$ cat src/logic/fetch_config.svh
// reset vector, data width and epoch width macros for the fetch stage
`ifndef FETCH_CONFIG_SVH
`define FETCH_CONFIG_SVH

// first instruction address after reset
`define FETCH_RESET_PC 32'h3000_0000

// address and instruction word width
`define FETCH_XLEN 32

// request epoch tag width
// two bits cover the redirects that can pass while one read is in flight
`define FETCH_EPOCH_W 2

`endif

$ cat src/logic/rv_inst_pkg.sv
// RV32 instruction word union with raw and J-type views, JAL opcode constant
`default_nettype none

package rv_inst_pkg;

	// major opcode of jal
	localparam logic [6:0] OPC_JAL = 7'b110_1111;

	// generic field split of an instruction word
	typedef struct packed {
		logic [6:0] funct7;
		logic [4:0] rs2;
		logic [4:0] rs1;
		logic [2:0] funct3;
		logic [4:0] rd;
		logic [6:0] opcode;
	} inst_raw_t;

	// J-type immediate scattering
	typedef struct packed {
		logic       imm_20;
		logic [9:0] imm_10_1;
		logic       imm_11;
		logic [7:0] imm_19_12;
		logic [4:0] rd;
		logic [6:0] opcode;
	} inst_j_t;

	// one fetched word seen both ways
	typedef union packed {
		inst_raw_t raw;
		inst_j_t   j;
	} inst_word_u;

endpackage

`default_nettype wire

$ cat src/logic/fetch_ctrl_pkg.sv
// fetch state machine encoding and request epoch type
`default_nettype none

`include "fetch_config.svh"

package fetch_ctrl_pkg;

	// read channel sequencing
	// data state kept at 2'b11 so idle and data differ in both bits
	typedef enum logic [1:0] {
		FETCH_IDLE = 2'b00,
		FETCH_ADDR = 2'b01,
		FETCH_DATA = 2'b11
	} fetch_state_e;

	// tag attached to each read request
	typedef logic [`FETCH_EPOCH_W-1:0] epoch_t;

endpackage

`default_nettype wire

$ cat src/logic/fetch_unit.sv
// fetch unit with read request FSM, epoch tracking, instruction hold register and valid
`timescale 1ns/10ps
`default_nettype none

`include "fetch_config.svh"

module fetch_unit (
	input  wire                   clk,
	input  wire                   reset,
	output logic                  mem_arvalid,
	input  wire                   mem_arready,
	input  wire                   mem_rvalid,
	output logic                  mem_rready,
	input  wire [`FETCH_XLEN-1:0] mem_rdata,
	input  wire                   decode_ready,
	input  wire                   decode_stall,
	input  wire                   redirect_valid,
	input  wire                   exc_valid,
	output logic                  fetch_valid,
	output logic [`FETCH_XLEN-1:0] fetch_inst,
	output logic                  advance
);

	fetch_ctrl_pkg::fetch_state_e state;
	fetch_ctrl_pkg::epoch_t       cur_epoch;
	fetch_ctrl_pkg::epoch_t       req_epoch;
	logic       redirect_q;
	logic       exc_q;
	logic [1:0] redirect_edge;
	logic [1:0] exc_edge;
	logic       epoch_step;
	logic       can_accept;
	logic       resp_fire;
	logic       resp_keep;

	// previous level against current level
	assign redirect_edge = {redirect_q, redirect_valid};
	assign exc_edge      = {exc_q, exc_valid};
	assign epoch_step    = (redirect_edge == 2'b01) || (exc_edge == 2'b01);

	// decode takes the held word
	assign advance = fetch_valid && decode_ready;

	// room for a new word next cycle
	assign can_accept = !fetch_valid || (advance && !decode_stall);

	assign resp_fire = mem_rvalid && mem_rready;

	// stale responses from before a redirect or trap are thrown away
	assign resp_keep = (req_epoch == cur_epoch) && !redirect_valid && !exc_valid;

	always_ff @(posedge clk) begin
		if (reset) begin
			redirect_q <= 1'b0;
			exc_q      <= 1'b0;
		end else begin
			redirect_q <= redirect_valid;
			exc_q      <= exc_valid;
		end
	end

	always_ff @(posedge clk) begin
		if (reset) begin
			cur_epoch <= '0;
			req_epoch <= '0;
		end else begin
			// tag the request with the epoch live at its address transfer
			if (mem_arvalid && mem_arready) begin
				req_epoch <= cur_epoch;
			end
			if (epoch_step) begin
				cur_epoch <= cur_epoch + 1'b1;
			end
		end
	end

	always_ff @(posedge clk) begin
		if (reset) begin
			state       <= fetch_ctrl_pkg::FETCH_IDLE;
			mem_arvalid <= 1'b0;
			mem_rready  <= 1'b0;
			fetch_valid <= 1'b0;
		end else begin
			// accepted word leaves, a landing word below overrides this
			if (advance) begin
				fetch_valid <= 1'b0;
			end
			case (state)
				fetch_ctrl_pkg::FETCH_IDLE: begin
					if (can_accept) begin
						mem_arvalid <= 1'b1;
						state       <= fetch_ctrl_pkg::FETCH_ADDR;
					end
				end
				fetch_ctrl_pkg::FETCH_ADDR: begin
					if (mem_arready) begin
						mem_arvalid <= 1'b0;
						mem_rready  <= 1'b1;
						state       <= fetch_ctrl_pkg::FETCH_DATA;
					end
				end
				fetch_ctrl_pkg::FETCH_DATA: begin
					if (resp_fire) begin
						mem_rready <= 1'b0;
						state      <= fetch_ctrl_pkg::FETCH_IDLE;
						if (resp_keep) begin
							fetch_valid <= 1'b1;
						end
					end
				end
				default: begin
					mem_arvalid <= 1'b0;
					mem_rready  <= 1'b0;
					state       <= fetch_ctrl_pkg::FETCH_IDLE;
				end
			endcase
		end
	end

	// hold register, only written by a kept response
	always_ff @(posedge clk) begin
		if (resp_fire && resp_keep) begin
			fetch_inst <= mem_rdata;
		end
	end

endmodule

`default_nettype wire

$ cat src/logic/pc_sequencer.sv
// PC register with next-PC priority select, JAL predecode target, PC+4 and misalign flag
`timescale 1ns/10ps
`default_nettype none

`include "fetch_config.svh"

module pc_sequencer (
	input  wire                   clk,
	input  wire                   reset,
	input  wire                   advance,
	input  wire [`FETCH_XLEN-1:0] fetch_inst,
	input  wire                   redirect_valid,
	input  wire [`FETCH_XLEN-1:0] redirect_pc,
	input  wire                   exc_valid,
	input  wire [`FETCH_XLEN-1:0] trap_vector,
	output logic [`FETCH_XLEN-1:0] pc,
	output logic [`FETCH_XLEN-1:0] pc_plus4,
	output logic                  misaligned
);

	rv_inst_pkg::inst_word_u inst;
	logic                   is_jal;
	logic [`FETCH_XLEN-1:0] jal_offset;
	logic [`FETCH_XLEN-1:0] jal_target;
	logic [`FETCH_XLEN-1:0] next_pc;
	logic                   pc_load;

	assign inst = fetch_inst;

	// opcode from the raw view, offset from the J-type view
	assign is_jal = (inst.raw.opcode == rv_inst_pkg::OPC_JAL);
	assign jal_offset = {{12{inst.j.imm_20}}, inst.j.imm_19_12, inst.j.imm_11,
		inst.j.imm_10_1, 1'b0};
	assign jal_target = pc + jal_offset;

	assign pc_plus4 = pc + 32'd4;

	// trap beats redirect beats predicted jal
	always_comb begin
		if (exc_valid) begin
			next_pc = trap_vector;
		end else if (redirect_valid) begin
			next_pc = redirect_pc;
		end else if (is_jal) begin
			next_pc = jal_target;
		end else begin
			next_pc = pc_plus4;
		end
	end

	assign pc_load = advance || redirect_valid || exc_valid;

	always_ff @(posedge clk) begin
		if (reset) begin
			pc <= `FETCH_RESET_PC;
		end else if (pc_load) begin
			pc <= next_pc;
		end
	end

	// instruction address misaligned
	assign misaligned = (pc[1:0] != 2'b00);

endmodule

`default_nettype wire

$ cat src/logic/fetch_top.sv
// fetch stage top joining the fetch unit and the PC sequencer
`timescale 1ns/10ps
`default_nettype none

`include "fetch_config.svh"

module fetch_top (
	input  wire                   clk,
	input  wire                   reset,
	output wire [`FETCH_XLEN-1:0] mem_araddr,
	output wire                   mem_arvalid,
	input  wire                   mem_arready,
	input  wire                   mem_rvalid,
	output wire                   mem_rready,
	input  wire [`FETCH_XLEN-1:0] mem_rdata,
	input  wire                   decode_ready,
	input  wire                   decode_stall,
	input  wire                   redirect_valid,
	input  wire [`FETCH_XLEN-1:0] redirect_pc,
	input  wire                   exc_valid,
	input  wire [`FETCH_XLEN-1:0] trap_vector,
	output wire                   fetch_valid,
	output wire [`FETCH_XLEN-1:0] fetch_inst,
	output wire [`FETCH_XLEN-1:0] fetch_pc,
	output wire [`FETCH_XLEN-1:0] fetch_pc_plus4,
	output wire                   fetch_misaligned
);

	wire advance;

	fetch_unit fetch_unit_inst (
		.clk            (clk),
		.reset          (reset),
		.mem_arvalid    (mem_arvalid),
		.mem_arready    (mem_arready),
		.mem_rvalid     (mem_rvalid),
		.mem_rready     (mem_rready),
		.mem_rdata      (mem_rdata),
		.decode_ready   (decode_ready),
		.decode_stall   (decode_stall),
		.redirect_valid (redirect_valid),
		.exc_valid      (exc_valid),
		.fetch_valid    (fetch_valid),
		.fetch_inst     (fetch_inst),
		.advance        (advance)
	);

	pc_sequencer pc_sequencer_inst (
		.clk            (clk),
		.reset          (reset),
		.advance        (advance),
		.fetch_inst     (fetch_inst),
		.redirect_valid (redirect_valid),
		.redirect_pc    (redirect_pc),
		.exc_valid      (exc_valid),
		.trap_vector    (trap_vector),
		.pc             (fetch_pc),
		.pc_plus4       (fetch_pc_plus4),
		.misaligned     (fetch_misaligned)
	);

	// the read address is always the current PC
	assign mem_araddr = fetch_pc;

endmodule

`default_nettype wire

$ cat config.mk
export PLATFORM = sky130hd
export DESIGN_NAME = fetch_top
export DESIGN_NICKNAME = d
export VERILOG_FILES = /design/src/logic/rv_inst_pkg.sv /design/src/logic/fetch_ctrl_pkg.sv /design/src/logic/fetch_unit.sv /design/src/logic/pc_sequencer.sv /design/src/logic/fetch_top.sv
export VERILOG_INCLUDE_DIRS = /design/src /design/src/logic
export SDC_FILE = /design/constraint.sdc
export NUM_CORES = 1
export LEC_CHECK = 0
export ABC_AREA = 1
export BUFFER_PORTS_ARGS = -buffer_cell sky130_fd_sc_hd__buf_2
export CORE_MARGIN = 4
export CORE_UTILIZATION = 46
export CTS_CLUSTER_DIAMETER = 30
export DETAILED_ROUTE_END_ITERATION = 8
export GPL_TIMING_DRIVEN = 0
export PLACE_DENSITY = 0.72
export SLEW_MARGIN = 20
export SYNTH_ARGS = -nofsm -noshare
export SYNTH_HDL_FRONTEND = slang
export SYNTH_HIERARCHICAL = 1
export SYNTH_SLANG_ARGS = --single-unit
$ cat constraint.sdc
create_clock -name clk -period 3.4 [get_ports clk]
set_input_delay 0.51 -clock clk [delete_from_list [all_inputs] [get_ports clk]]
set_output_delay 0.51 -clock clk [all_outputs]
set_load 0.1 [all_outputs]
==> out/results.env, run 1 <==
GLOBAL_ROUTE.OVERFLOW_TOTAL=0
WORST_PATH_MAX_DELAY_CELL='sky130_fd_sc_hd__dfxtp_1'
AREA_GROWTH_FROM_SYNTHESIS_TO_LAYOUT_PCT=26.7
CTS.HTREE.LEVELS=3
SUM_OF_ROUTED_WIRE_LENGTH_OVER_ALL_LAYERS_UM=27300
WORSTPATHARRIVAL_PS=2570
CRITICAL-PATH-MAX-STAGE-DELAY_PS=610
YS_WARN_COUNT=6
CRIT_PATH_MAX_FANOUT=7
DRC_VIOLATION_COUNT_AFTER_ROUTING=0
YOSYSSEQAREASHARE=0.267
POWER.SWITCHING_FRACTION=0.476
LEAKAGE_nW=4.62
ASYNC_RESET_FF_FRAC=0
VIAS_PER_CELL=5.30
CORE_REGION_AREA_UM2=14500
P_INT_mW=1.91
VIAS=7955
DIE_Y_UM=130
ORDERED_LIST_OF_CELLS_ON_THE_WORST_PATH='nand2_2, inv_2, nand2_2, nor2_4, nand2_2, inv_2, nand2_1, xor2_2, buf_2'
UNREPAIRED_SETUP_ENDPOINTS_AFTER_GLOBAL_ROUTING='no'
FILLCELLCOUNT=1513
CTS-HOLD-FIX-BUFFERS=0
SHARE_SEQ_OF_TOTAL_POWER=0.299
NUMBER_OF_GLOBAL_ROUTE_VIAS_BEFORE_REPAIR=7667
FIRST_PASS_GRT_WIRE_LENGTH_UM=41400
FIN_HOLD_WS_PS=328
DRT_ITER0_MARKERS=648
CLK_TRANSITION_REPORTED_PATHS_PS=70
IRDROPWORSTVDD_uV=272
SETUP.WORST_PATH.END_CLASS='output pin'
LAYOUT_MIN_CYCLE_TIME_PS=3080
CTS_SINKS=75
CTS_TREE='done'
DIE_OUTLINE_AREA_UM2=16900
HOLD_PATH_CLASS='input port to register'
CTSLONGESTPATHBUFFERS=2
MAX_FREQ_MHz=325
BOUNDARYPINS=236
FINAL_MIN_PERIOD_OVER_CLOCK_PERIOD=0.906
MOST-COMMON-LAYOUT-CELLS='335 x sky130_fd_sc_hd__nand2_1, 241 x sky130_fd_sc_hd__buf_2, 137 x sky130_fd_sc_hd__inv_1'
POST-CTS-SETUP-BUFFER-COUNT=0
SETUP_TNS_PS=0
SKEW_PS=5.09
CORE.ROWCOUNT=44
POST_SYNTH_INST_COUNT=1066
POSTSYNTHAREAPERCELL_UM2=6.41
MAPPEDNETLISTAREA_UM2=6830
FIN_NETS=1448
REPORT.FINAL.SLEW_VIOL_COUNT=0
POST_CTS_RESIZE_COUNT=0
LAYOUT.CELLS.MOST_COMMON='sky130_fd_sc_hd__nand2_1'
P_SWITCHING_mW=1.73
FLOORPLAN.INITIALDENSITY=0.470
MAX-SLEW-MARGIN-REL=0.426
OUTCOME='finished clean'
FINAL-SETUP-VIOL-COUNT=0
ANTENNA_CELLS_INSERTED=0
GRT_ANTENNA_BEFORE_REPAIR=0
GRT_USE_TOTAL=0.325
CRIT_REQUIRED_PS=2890
CTS_MADE_BUFFERS=9
CRIT_PATH_START_KIND='register'
SHARE_OF_FINAL_LAYOUT_STANDARD_CELLS_STRONGER_THAN_DRIVE_STRENGTH_1=0.270
CRITPATHMOSTFREQUENTCELL='sky130_fd_sc_hd__nand2_2'
FINAL-INSTANCE-COUNT-EXCL-FILL=1501
DETAIL_ROUTE.FIRST_PASS.ITERATIONS=6
SYNTH.FF_LATCH_COUNT=75
CLK-INSERTION-DELAY-LATE_PS=350
COMBINATIONALPOWERSHARE=0.417
POST_SYNTHESIS_NET_COUNT=1202
AVG_WL_PER_CELL_UM=18.2
NUMPLACEDINSTANCES=1485
SYNTH_EDF_COUNT=32
SYNTH-MAIN-FF-CELL='sky130_fd_sc_hd__dfxtp_1'
NUMBER_OF_ENDPOINTS_WITH_NEGATIVE_HOLD_SLACK_IN_THE_FINAL_REPORT=0
POWER-PER-CELL-AREA_nW_PER_UM2=421
GPL_WTD_CONG=1.02
MAX_CAP_VIOLS=0
HPWL_UM=22000
PIN_COUNT_OF_THE_BIGGEST_NET_ENTERING_GLOBAL_ROUTING=33
SYNTH.TOP_CELL.AREA_SHARE=0.184
WORST_PIN_SLEW_PS=860
DIEWIDTH_UM=130
WORSTSETUPPATHTYPE='register to output pin'
CLOCKROOTBUFFER='sky130_fd_sc_hd__clkbuf_16'
YOSYSUNIQUECELLTYPES=50
CELLS_TAKING_THE_MOST_AREA_AFTER_SYNTHESIS='sky130_fd_sc_hd__nand2_1 18%, sky130_fd_sc_hd__edfxtp_1 14%, sky130_fd_sc_hd__dfxtp_1 13%'
PORT_BUFFERS=235
LARGEST_AREA_CONTRIBUTOR_IN_THE_SYNTHESIZED_NETLIST='sky130_fd_sc_hd__nand2_1'
MULTIINPUTGATEAREA_UM2=4210
ANTENNA_VIOLATING_NETS_POST_ROUTE=0
LAYOUT.AREA.SEQ_UM2=1820
P_CLK_FRAC=0.284
[power groups by stage]
| stage | clock network (mW) | logic (mW) | registers, mW |
|---|---|---|---|
| final | 1.04 | 1.52 | 1.09 |
| after detailed placement | 0 | 1.50 | 1.10 |
| after global placement | 0 | 1.50 | 1.10 |
| after CTS | 1.05 | 1.51 | 1.08 |
| after floorplan | 0 | 0.952 | 1.32 |
| after global routing | 1.10 | 1.61 | 1.09 |
[per-stage QoR]
stage	area, um2	util	setup slack (ps)	total power [mW]
after floorplan	6940	-	-22.4	2.27
after global placement	8340	0.574	717	2.60
after detailed placement	8340	0.574	705	2.61
after CTS	8660	0.596	330	3.65
after global routing	8660	0.596	177	3.80
final	8660	0.596	321	3.64
[cell usage after synthesis (6+ instances only)]
master                     number
sky130_fd_sc_hd__nand3b_1      11
sky130_fd_sc_hd__nand2_2        8
sky130_fd_sc_hd__xnor2_1        9
sky130_fd_sc_hd__a21oi_1       86
sky130_fd_sc_hd__nand4_1       10
sky130_fd_sc_hd__o211ai_1      13
sky130_fd_sc_hd__or2_2         11
sky130_fd_sc_hd__ha_1          31
sky130_fd_sc_hd__nor2_2         7
sky130_fd_sc_hd__dfxtp_1       43
sky130_fd_sc_hd__o21ai_1        9
sky130_fd_sc_hd__nor3_1         9
sky130_fd_sc_hd__edfxtp_1      32
sky130_fd_sc_hd__a221oi_1       6
sky130_fd_sc_hd__nand2_1      335
sky130_fd_sc_hd__xor2_1        16
sky130_fd_sc_hd__clkbuf_1      18
sky130_fd_sc_hd__o21bai_1      10
sky130_fd_sc_hd__o21ai_0       41
sky130_fd_sc_hd__buf_4         35
sky130_fd_sc_hd__nand3_1       62
sky130_fd_sc_hd__nor2_1        77
sky130_fd_sc_hd__buf_2          6
sky130_fd_sc_hd__inv_1        137
[state kept, by name, indices dropped and copies added (netlist names)]
| name | flops |
|---|---|
| pc_sequencer_inst/pc | 32 |
| fetch_unit_inst/fetch_inst | 32 |
| fetch_unit_inst/mem_rready | 1 |
| fetch_unit_inst/exc_q | 1 |
| fetch_unit_inst/redirect_q | 1 |
| fetch_unit_inst/req_epoch | 2 |
| fetch_unit_inst/fetch_valid | 1 |
| fetch_unit_inst/state | 2 |
| fetch_unit_inst/cur_epoch | 2 |
| fetch_unit_inst/mem_arvalid | 1 |
[kinds of logic after synthesis]
| logic type | synth area share |
|---|---|
| AND/OR/NAND/NOR | 0.355 |
| buffers and inverters | 0.133 |
| AO/OA/AOI/OAI | 0.144 |
| flip-flops | 0.267 |
| adder cells (fa/ha/maj) | 0.0597 |
| XOR/XNOR | 0.0416 |
[worst max-delay path: cells and delay by family (launching register included)]
family	cells	cell delay, ps
buffers and inverters	3	720
and+or+nand+nor	5	700
DFF	1	610
xor gates and xnor gates	1	200
[worst paths after layout]
path / startpoint / to / slack (ps) / cells after the start
setup / recovery: pc_sequencer_inst/pc[6]$_SDFFE_PP0P_ / fetch_pc_plus4[16] / 320 / 9
hold / removal: mem_rdata[8] / fetch_unit_inst/fetch_inst[8]$_DFFE_PP_ / 330 / 1
setup reg to reg: pc_sequencer_inst/pc[1]$_SDFFE_PP0P_ / pc_sequencer_inst/pc[29]$_SDFFE_PP1P_ / 650 / 17
hold reg to reg: fetch_unit_inst/req_epoch[0]$_SDFFE_PP0P_ / fetch_unit_inst/req_epoch[0]$_SDFFE_PP0P_ / 470 / 2
[metal layers]
layer,wire length [um],vias up,global-route usage
li1,-,3907,-
met1,11000,3592,0.411
met2,12900,398,0.543
met3,2520,58,0.0716
met4,915,0,0.124
met5,0,-,0
[final cells by class]
cell class / count / area share
clock inverters: 7 / 0.0101
plain buffers: 60 / 0.0421
flip-flops and latches: 75 / 0.211
repair buffers: 235 / 0.136
inverters: 144 / 0.0627
well taps: 184 / 0.0266
clock buffers: 9 / 0.0260
multi-input cells: 787 / 0.486
No activity file was read; power rests on OpenSTA's default activity.
==> run 2: changes to the inputs <==
Settings changed: PLACE_DENSITY 0.72 to 0.73, SYNTH_HIERARCHICAL 1 to not set.
==> run 2 against run 1 <==
Compared with the run above:
- sequential share of layout area increased by 0.21 points
- first-iteration DRC count decreased by 18%
- via count decreased by 1.7%
- count of clock-buffer cells in the layout unchanged
- critical path depth decreased by 3
- sequential power about the same
- hold slack about the same
- register-to-register slack improved by 100 ps
- combinational power about the same
- area after synthesis decreased by 2.7%
- non-clock buffer count increased by 1
==> out/results.env, run 2 <==
CTS-HOLD-FIX-BUFFERS=0  # unchanged
SYNTH.FF_LATCH_COUNT=75  # unchanged
POST-CTS-SETUP-BUFFER-COUNT=0  # unchanged
VIAS=7816  # was 7,955
POWER-PER-CELL-AREA_nW_PER_UM2=436  # was 421 nW/um2
LARGEST_AREA_CONTRIBUTOR_IN_THE_SYNTHESIZED_NETLIST='sky130_fd_sc_hd__nand2_1'  # unchanged
LAYOUT_MIN_CYCLE_TIME_PS=3280  # was 3080 ps
SYNTH_MOST_COMMON_CELL='sky130_fd_sc_hd__nand2_1'  # unchanged
CLOCKROOTBUFFER='sky130_fd_sc_hd__clkbuf_16'  # unchanged
POSTSYNTHAREAPERCELL_UM2=6.54  # was 6.41 um2
CTS_SINKS=75  # unchanged
CORE.ROWCOUNT=43  # was 44
IRDROPWORSTVDD_uV=317  # was 272 uV
VIAS_PER_CELL=5.40  # was 5.30
GLOBAL_ROUTE.OVERFLOW_TOTAL=0  # unchanged
FINAL-INSTANCE-COUNT-EXCL-FILL=1448  # was 1,501
DRC_VIOLATION_COUNT_AFTER_ROUTING=0  # unchanged
OUTCOME='finished clean'  # unchanged
GPL_WTD_CONG=0.986  # was 1.02
DIEWIDTH_UM=128  # was 130 um
NUMBER_OF_GLOBAL_ROUTE_VIAS_BEFORE_REPAIR=7589  # was 7,667
SHARE_OF_FINAL_LAYOUT_STANDARD_CELLS_STRONGER_THAN_DRIVE_STRENGTH_1=0.285  # was 0.270
LAYOUT.CELLS.MOST_COMMON='sky130_fd_sc_hd__nand2_1'  # unchanged
WORSTSETUPPATHTYPE='register to output pin'  # unchanged
LAYOUT_TOP_REGISTERS='fetch_unit_inst.fetch_inst: 32 flops, pc_sequencer_inst.pc: 32 flops'  # was fetch_unit_inst/fetch_inst: 32 flops, pc_sequencer_inst/pc: 32 flops
MAX-SLEW-MARGIN-REL=0.414  # was 0.426
YOSYSUNIQUECELLTYPES=45  # was 50
SETUP.WORST_PATH.END_CLASS='output pin'  # unchanged
SUM_OF_ROUTED_WIRE_LENGTH_OVER_ALL_LAYERS_UM=26600  # was 27,300 um
FINAL_CORE_UTIL=0.613  # was 0.596
CTS_MADE_BUFFERS=9  # unchanged
CTS.HTREE.LEVELS=3  # unchanged
POST_SYNTHESIS_NET_COUNT=1152  # was 1,202
BOUNDARYPINS=236  # unchanged
GRT_USE_TOTAL=0.322  # was 0.325
PIN_COUNT_OF_THE_BIGGEST_NET_ENTERING_GLOBAL_ROUTING=15  # was 33
SYNTH_COMMONEST_CELLS='299 x sky130_fd_sc_hd__nand2_1, 120 x sky130_fd_sc_hd__inv_1, 86 x sky130_fd_sc_hd__nor2_1'  # was 335 x sky130_fd_sc_hd__nand2_1, 137 x sky130_fd_sc_hd__inv_1, 86 x sky130_fd_sc_hd__a21oi_1
DRT_ITER0_MARKERS=532  # was 648
MAX_FREQ_MHz=305  # was 325 MHz
POST_SYNTH_INST_COUNT=1016  # was 1,066
NUMBER_OF_ENDPOINTS_WITH_NEGATIVE_HOLD_SLACK_IN_THE_FINAL_REPORT=0  # unchanged
UNREPAIRED_SETUP_ENDPOINTS_AFTER_GLOBAL_ROUTING='no'  # unchanged
SYNTH_EDF_COUNT=32  # unchanged
ANTENNA_VIOLATING_NETS_POST_ROUTE=0  # unchanged
CELLS_TAKING_THE_MOST_AREA_AFTER_SYNTHESIS='sky130_fd_sc_hd__nand2_1 17%, sky130_fd_sc_hd__edfxtp_1 14%, sky130_fd_sc_hd__dfxtp_1 13%'  # was sky130_fd_sc_hd__nand2_1 18%, sky130_fd_sc_hd__edfxtp_1 14%, sky130_fd_sc_hd__dfxtp_1 13%
YOSYSSEQAREASHARE=0.274  # was 0.267
MAPPEDNETLISTAREA_UM2=6640  # was 6830 um2
ASYNC_RESET_FF_FRAC=0  # unchanged
PORT_BUFFERS=233  # was 235
MOST-COMMON-LAYOUT-CELLS='299 x sky130_fd_sc_hd__nand2_1, 240 x sky130_fd_sc_hd__buf_2, 119 x sky130_fd_sc_hd__inv_1'  # was 335 x sky130_fd_sc_hd__nand2_1, 241 x sky130_fd_sc_hd__buf_2, 137 x sky130_fd_sc_hd__inv_1
YS_WARN_COUNT=0  # was 6
HOLD_PATH_CLASS='input port to register'  # unchanged
MAX_CAP_VIOLS=0  # unchanged
CTSLONGESTPATHBUFFERS=2  # unchanged
FIN_NETS=1399  # was 1,448
ANTENNA_CELLS_INSERTED=0  # unchanged
AVG_WL_PER_CELL_UM=18.4  # was 18.2 um
POST_CTS_RESIZE_COUNT=0  # unchanged
DIE_OUTLINE_AREA_UM2=16400  # was 16,900 um2
REPORT.FINAL.SLEW_VIOL_COUNT=0  # unchanged
CRIT_PATH_MAX_FANOUT=7  # unchanged
CORE_REGION_AREA_UM2=14000  # was 14,500 um2
CLK-INSERTION-DELAY-LATE_PS=350  # about the same
FLOORPLAN.INITIALDENSITY=0.475  # was 0.470
GRT_ANTENNA_BEFORE_REPAIR=0  # unchanged
CRIT_PATH_START_KIND='register'  # unchanged
CTS_TREE='done'  # unchanged
CRIT_REQUIRED_PS=2890  # about the same
SYNTH-MAIN-FF-CELL='sky130_fd_sc_hd__dfxtp_1'  # unchanged
FINAL-SETUP-VIOL-COUNT=0  # unchanged
CLK_TRANSITION_REPORTED_PATHS_PS=70  # about the same
WORST_PIN_SLEW_PS=878  # was 860 ps
FINAL_MIN_PERIOD_OVER_CLOCK_PERIOD=0.965  # was 0.906
DETAIL_ROUTE.FIRST_PASS.ITERATIONS=6  # unchanged
DIE_Y_UM=128  # was 130 um
AREA_GROWTH_FROM_SYNTHESIS_TO_LAYOUT_PCT=29.0  # was 26.7%
NUMPLACEDINSTANCES=1432  # was 1,485
FIRST_PASS_GRT_WIRE_LENGTH_UM=40400  # was 41,400 um
SYNTH.TOP_CELL.AREA_SHARE=0.169  # was 0.184
WORSTPATHARRIVAL_PS=2770  # was 2570 ps
SKEW_PS=8.83  # was 5.09 ps
LEAKAGE_nW=4.32  # was 4.62 nW
HPWL_UM=21700  # was 22,000 um
-- run 2: cell types whose count changed in the layout (fill, tap and decap cells not counted), sizes merged, moves of 4 or more --
cell / delta
nor3: +13
a221oi: +4
nand2: -38
a21oi: -7
nand3b: -5
nand3: -6
inv: -24
-- run 2: layout make-up --
cell class                 instances  area [um2]
fill                            1412        5420
tap                              180         225
multi-input combinational        757        4150
clock buffer                       9         225
inverter                         124         469
timing repair buffer             236        1190
buffer                            60         362
clock inverter                     7         123
sequential                        75        1820
-- run 2: worst max-delay path, cell delays in order (launching register included) --
cell,delay [ps]
sky130_fd_sc_hd__dfxtp_1,500
sky130_fd_sc_hd__ha_1,360
sky130_fd_sc_hd__nand3_2,260
sky130_fd_sc_hd__nor3_4,330
sky130_fd_sc_hd__and3_1,320
sky130_fd_sc_hd__xor2_4,190
sky130_fd_sc_hd__buf_2,450
-- run 2: report_power, final --
group	internal, mW	switching [mW]
logic	0.333	1.17
clock network	0.723	0.425
registers	0.982	0.104
total	2.04	1.70
-- run 2: metrics by stage --
step                      total power, mW  TNS [ps]  area, um2  setup WS, ps  hold slack [ps]
after floorplan                      2.27      -134       6810         -81.3              463
after global placement               2.59         0       8200          53.8              468
after detailed placement             2.60         0       8220           523              470
after CTS                            3.74         0       8570           141              320
after global routing                 3.88         0       8570          11.9              323
final                                3.74         0       8570           118              328
-- run 2: worst paths after layout --
kind | endpoint | cells after the start | from | slack [ps]
setup / recovery | fetch_pc_plus4[18] | 6 | pc_sequencer_inst.pc[3]$_SDFFE_PP0P_ | 120
hold / removal | fetch_unit_inst.fetch_inst[23]$_DFFE_PP_ | 1 | mem_rdata[23] | 330
setup reg to reg | pc_sequencer_inst.pc[31]$_SDFFE_PP0P_ | 12 | pc_sequencer_inst.pc[1]$_SDFFE_PP0P_ | 750
hold reg to reg | fetch_unit_inst.mem_arvalid$_SDFFE_PP0P_ | 2 | fetch_unit_inst.mem_arvalid$_SDFFE_PP0P_ | 480
-- run 2: kinds of logic (layout without fill, tap and decap cells) --
logic type / count (synthesis) / count (layout) / synth area share
and+or+nand+nor: 512 / 512 / 0.334
xor gates and xnor gates: 32 / 32 / 0.0444
DFF: 75 / 75 / 0.274
buffers and inverters: 184 / 436 / 0.124
AOI/OAI and AO/OA: 181 / 181 / 0.161
adders and majority gates: 32 / 32 / 0.0614
-- run 2: layer usage --
| layer | up-vias | wire, um | GRT usage |
|---|---|---|---|
| met2 | 419 | 12200 | 0.521 |
| met3 | 59 | 3070 | 0.101 |
| met4 | 0 | 915 | 0.124 |
| met1 | 3541 | 10400 | 0.400 |
| met5 | - | 0 | 0 |
| li1 | 3797 | - | - |
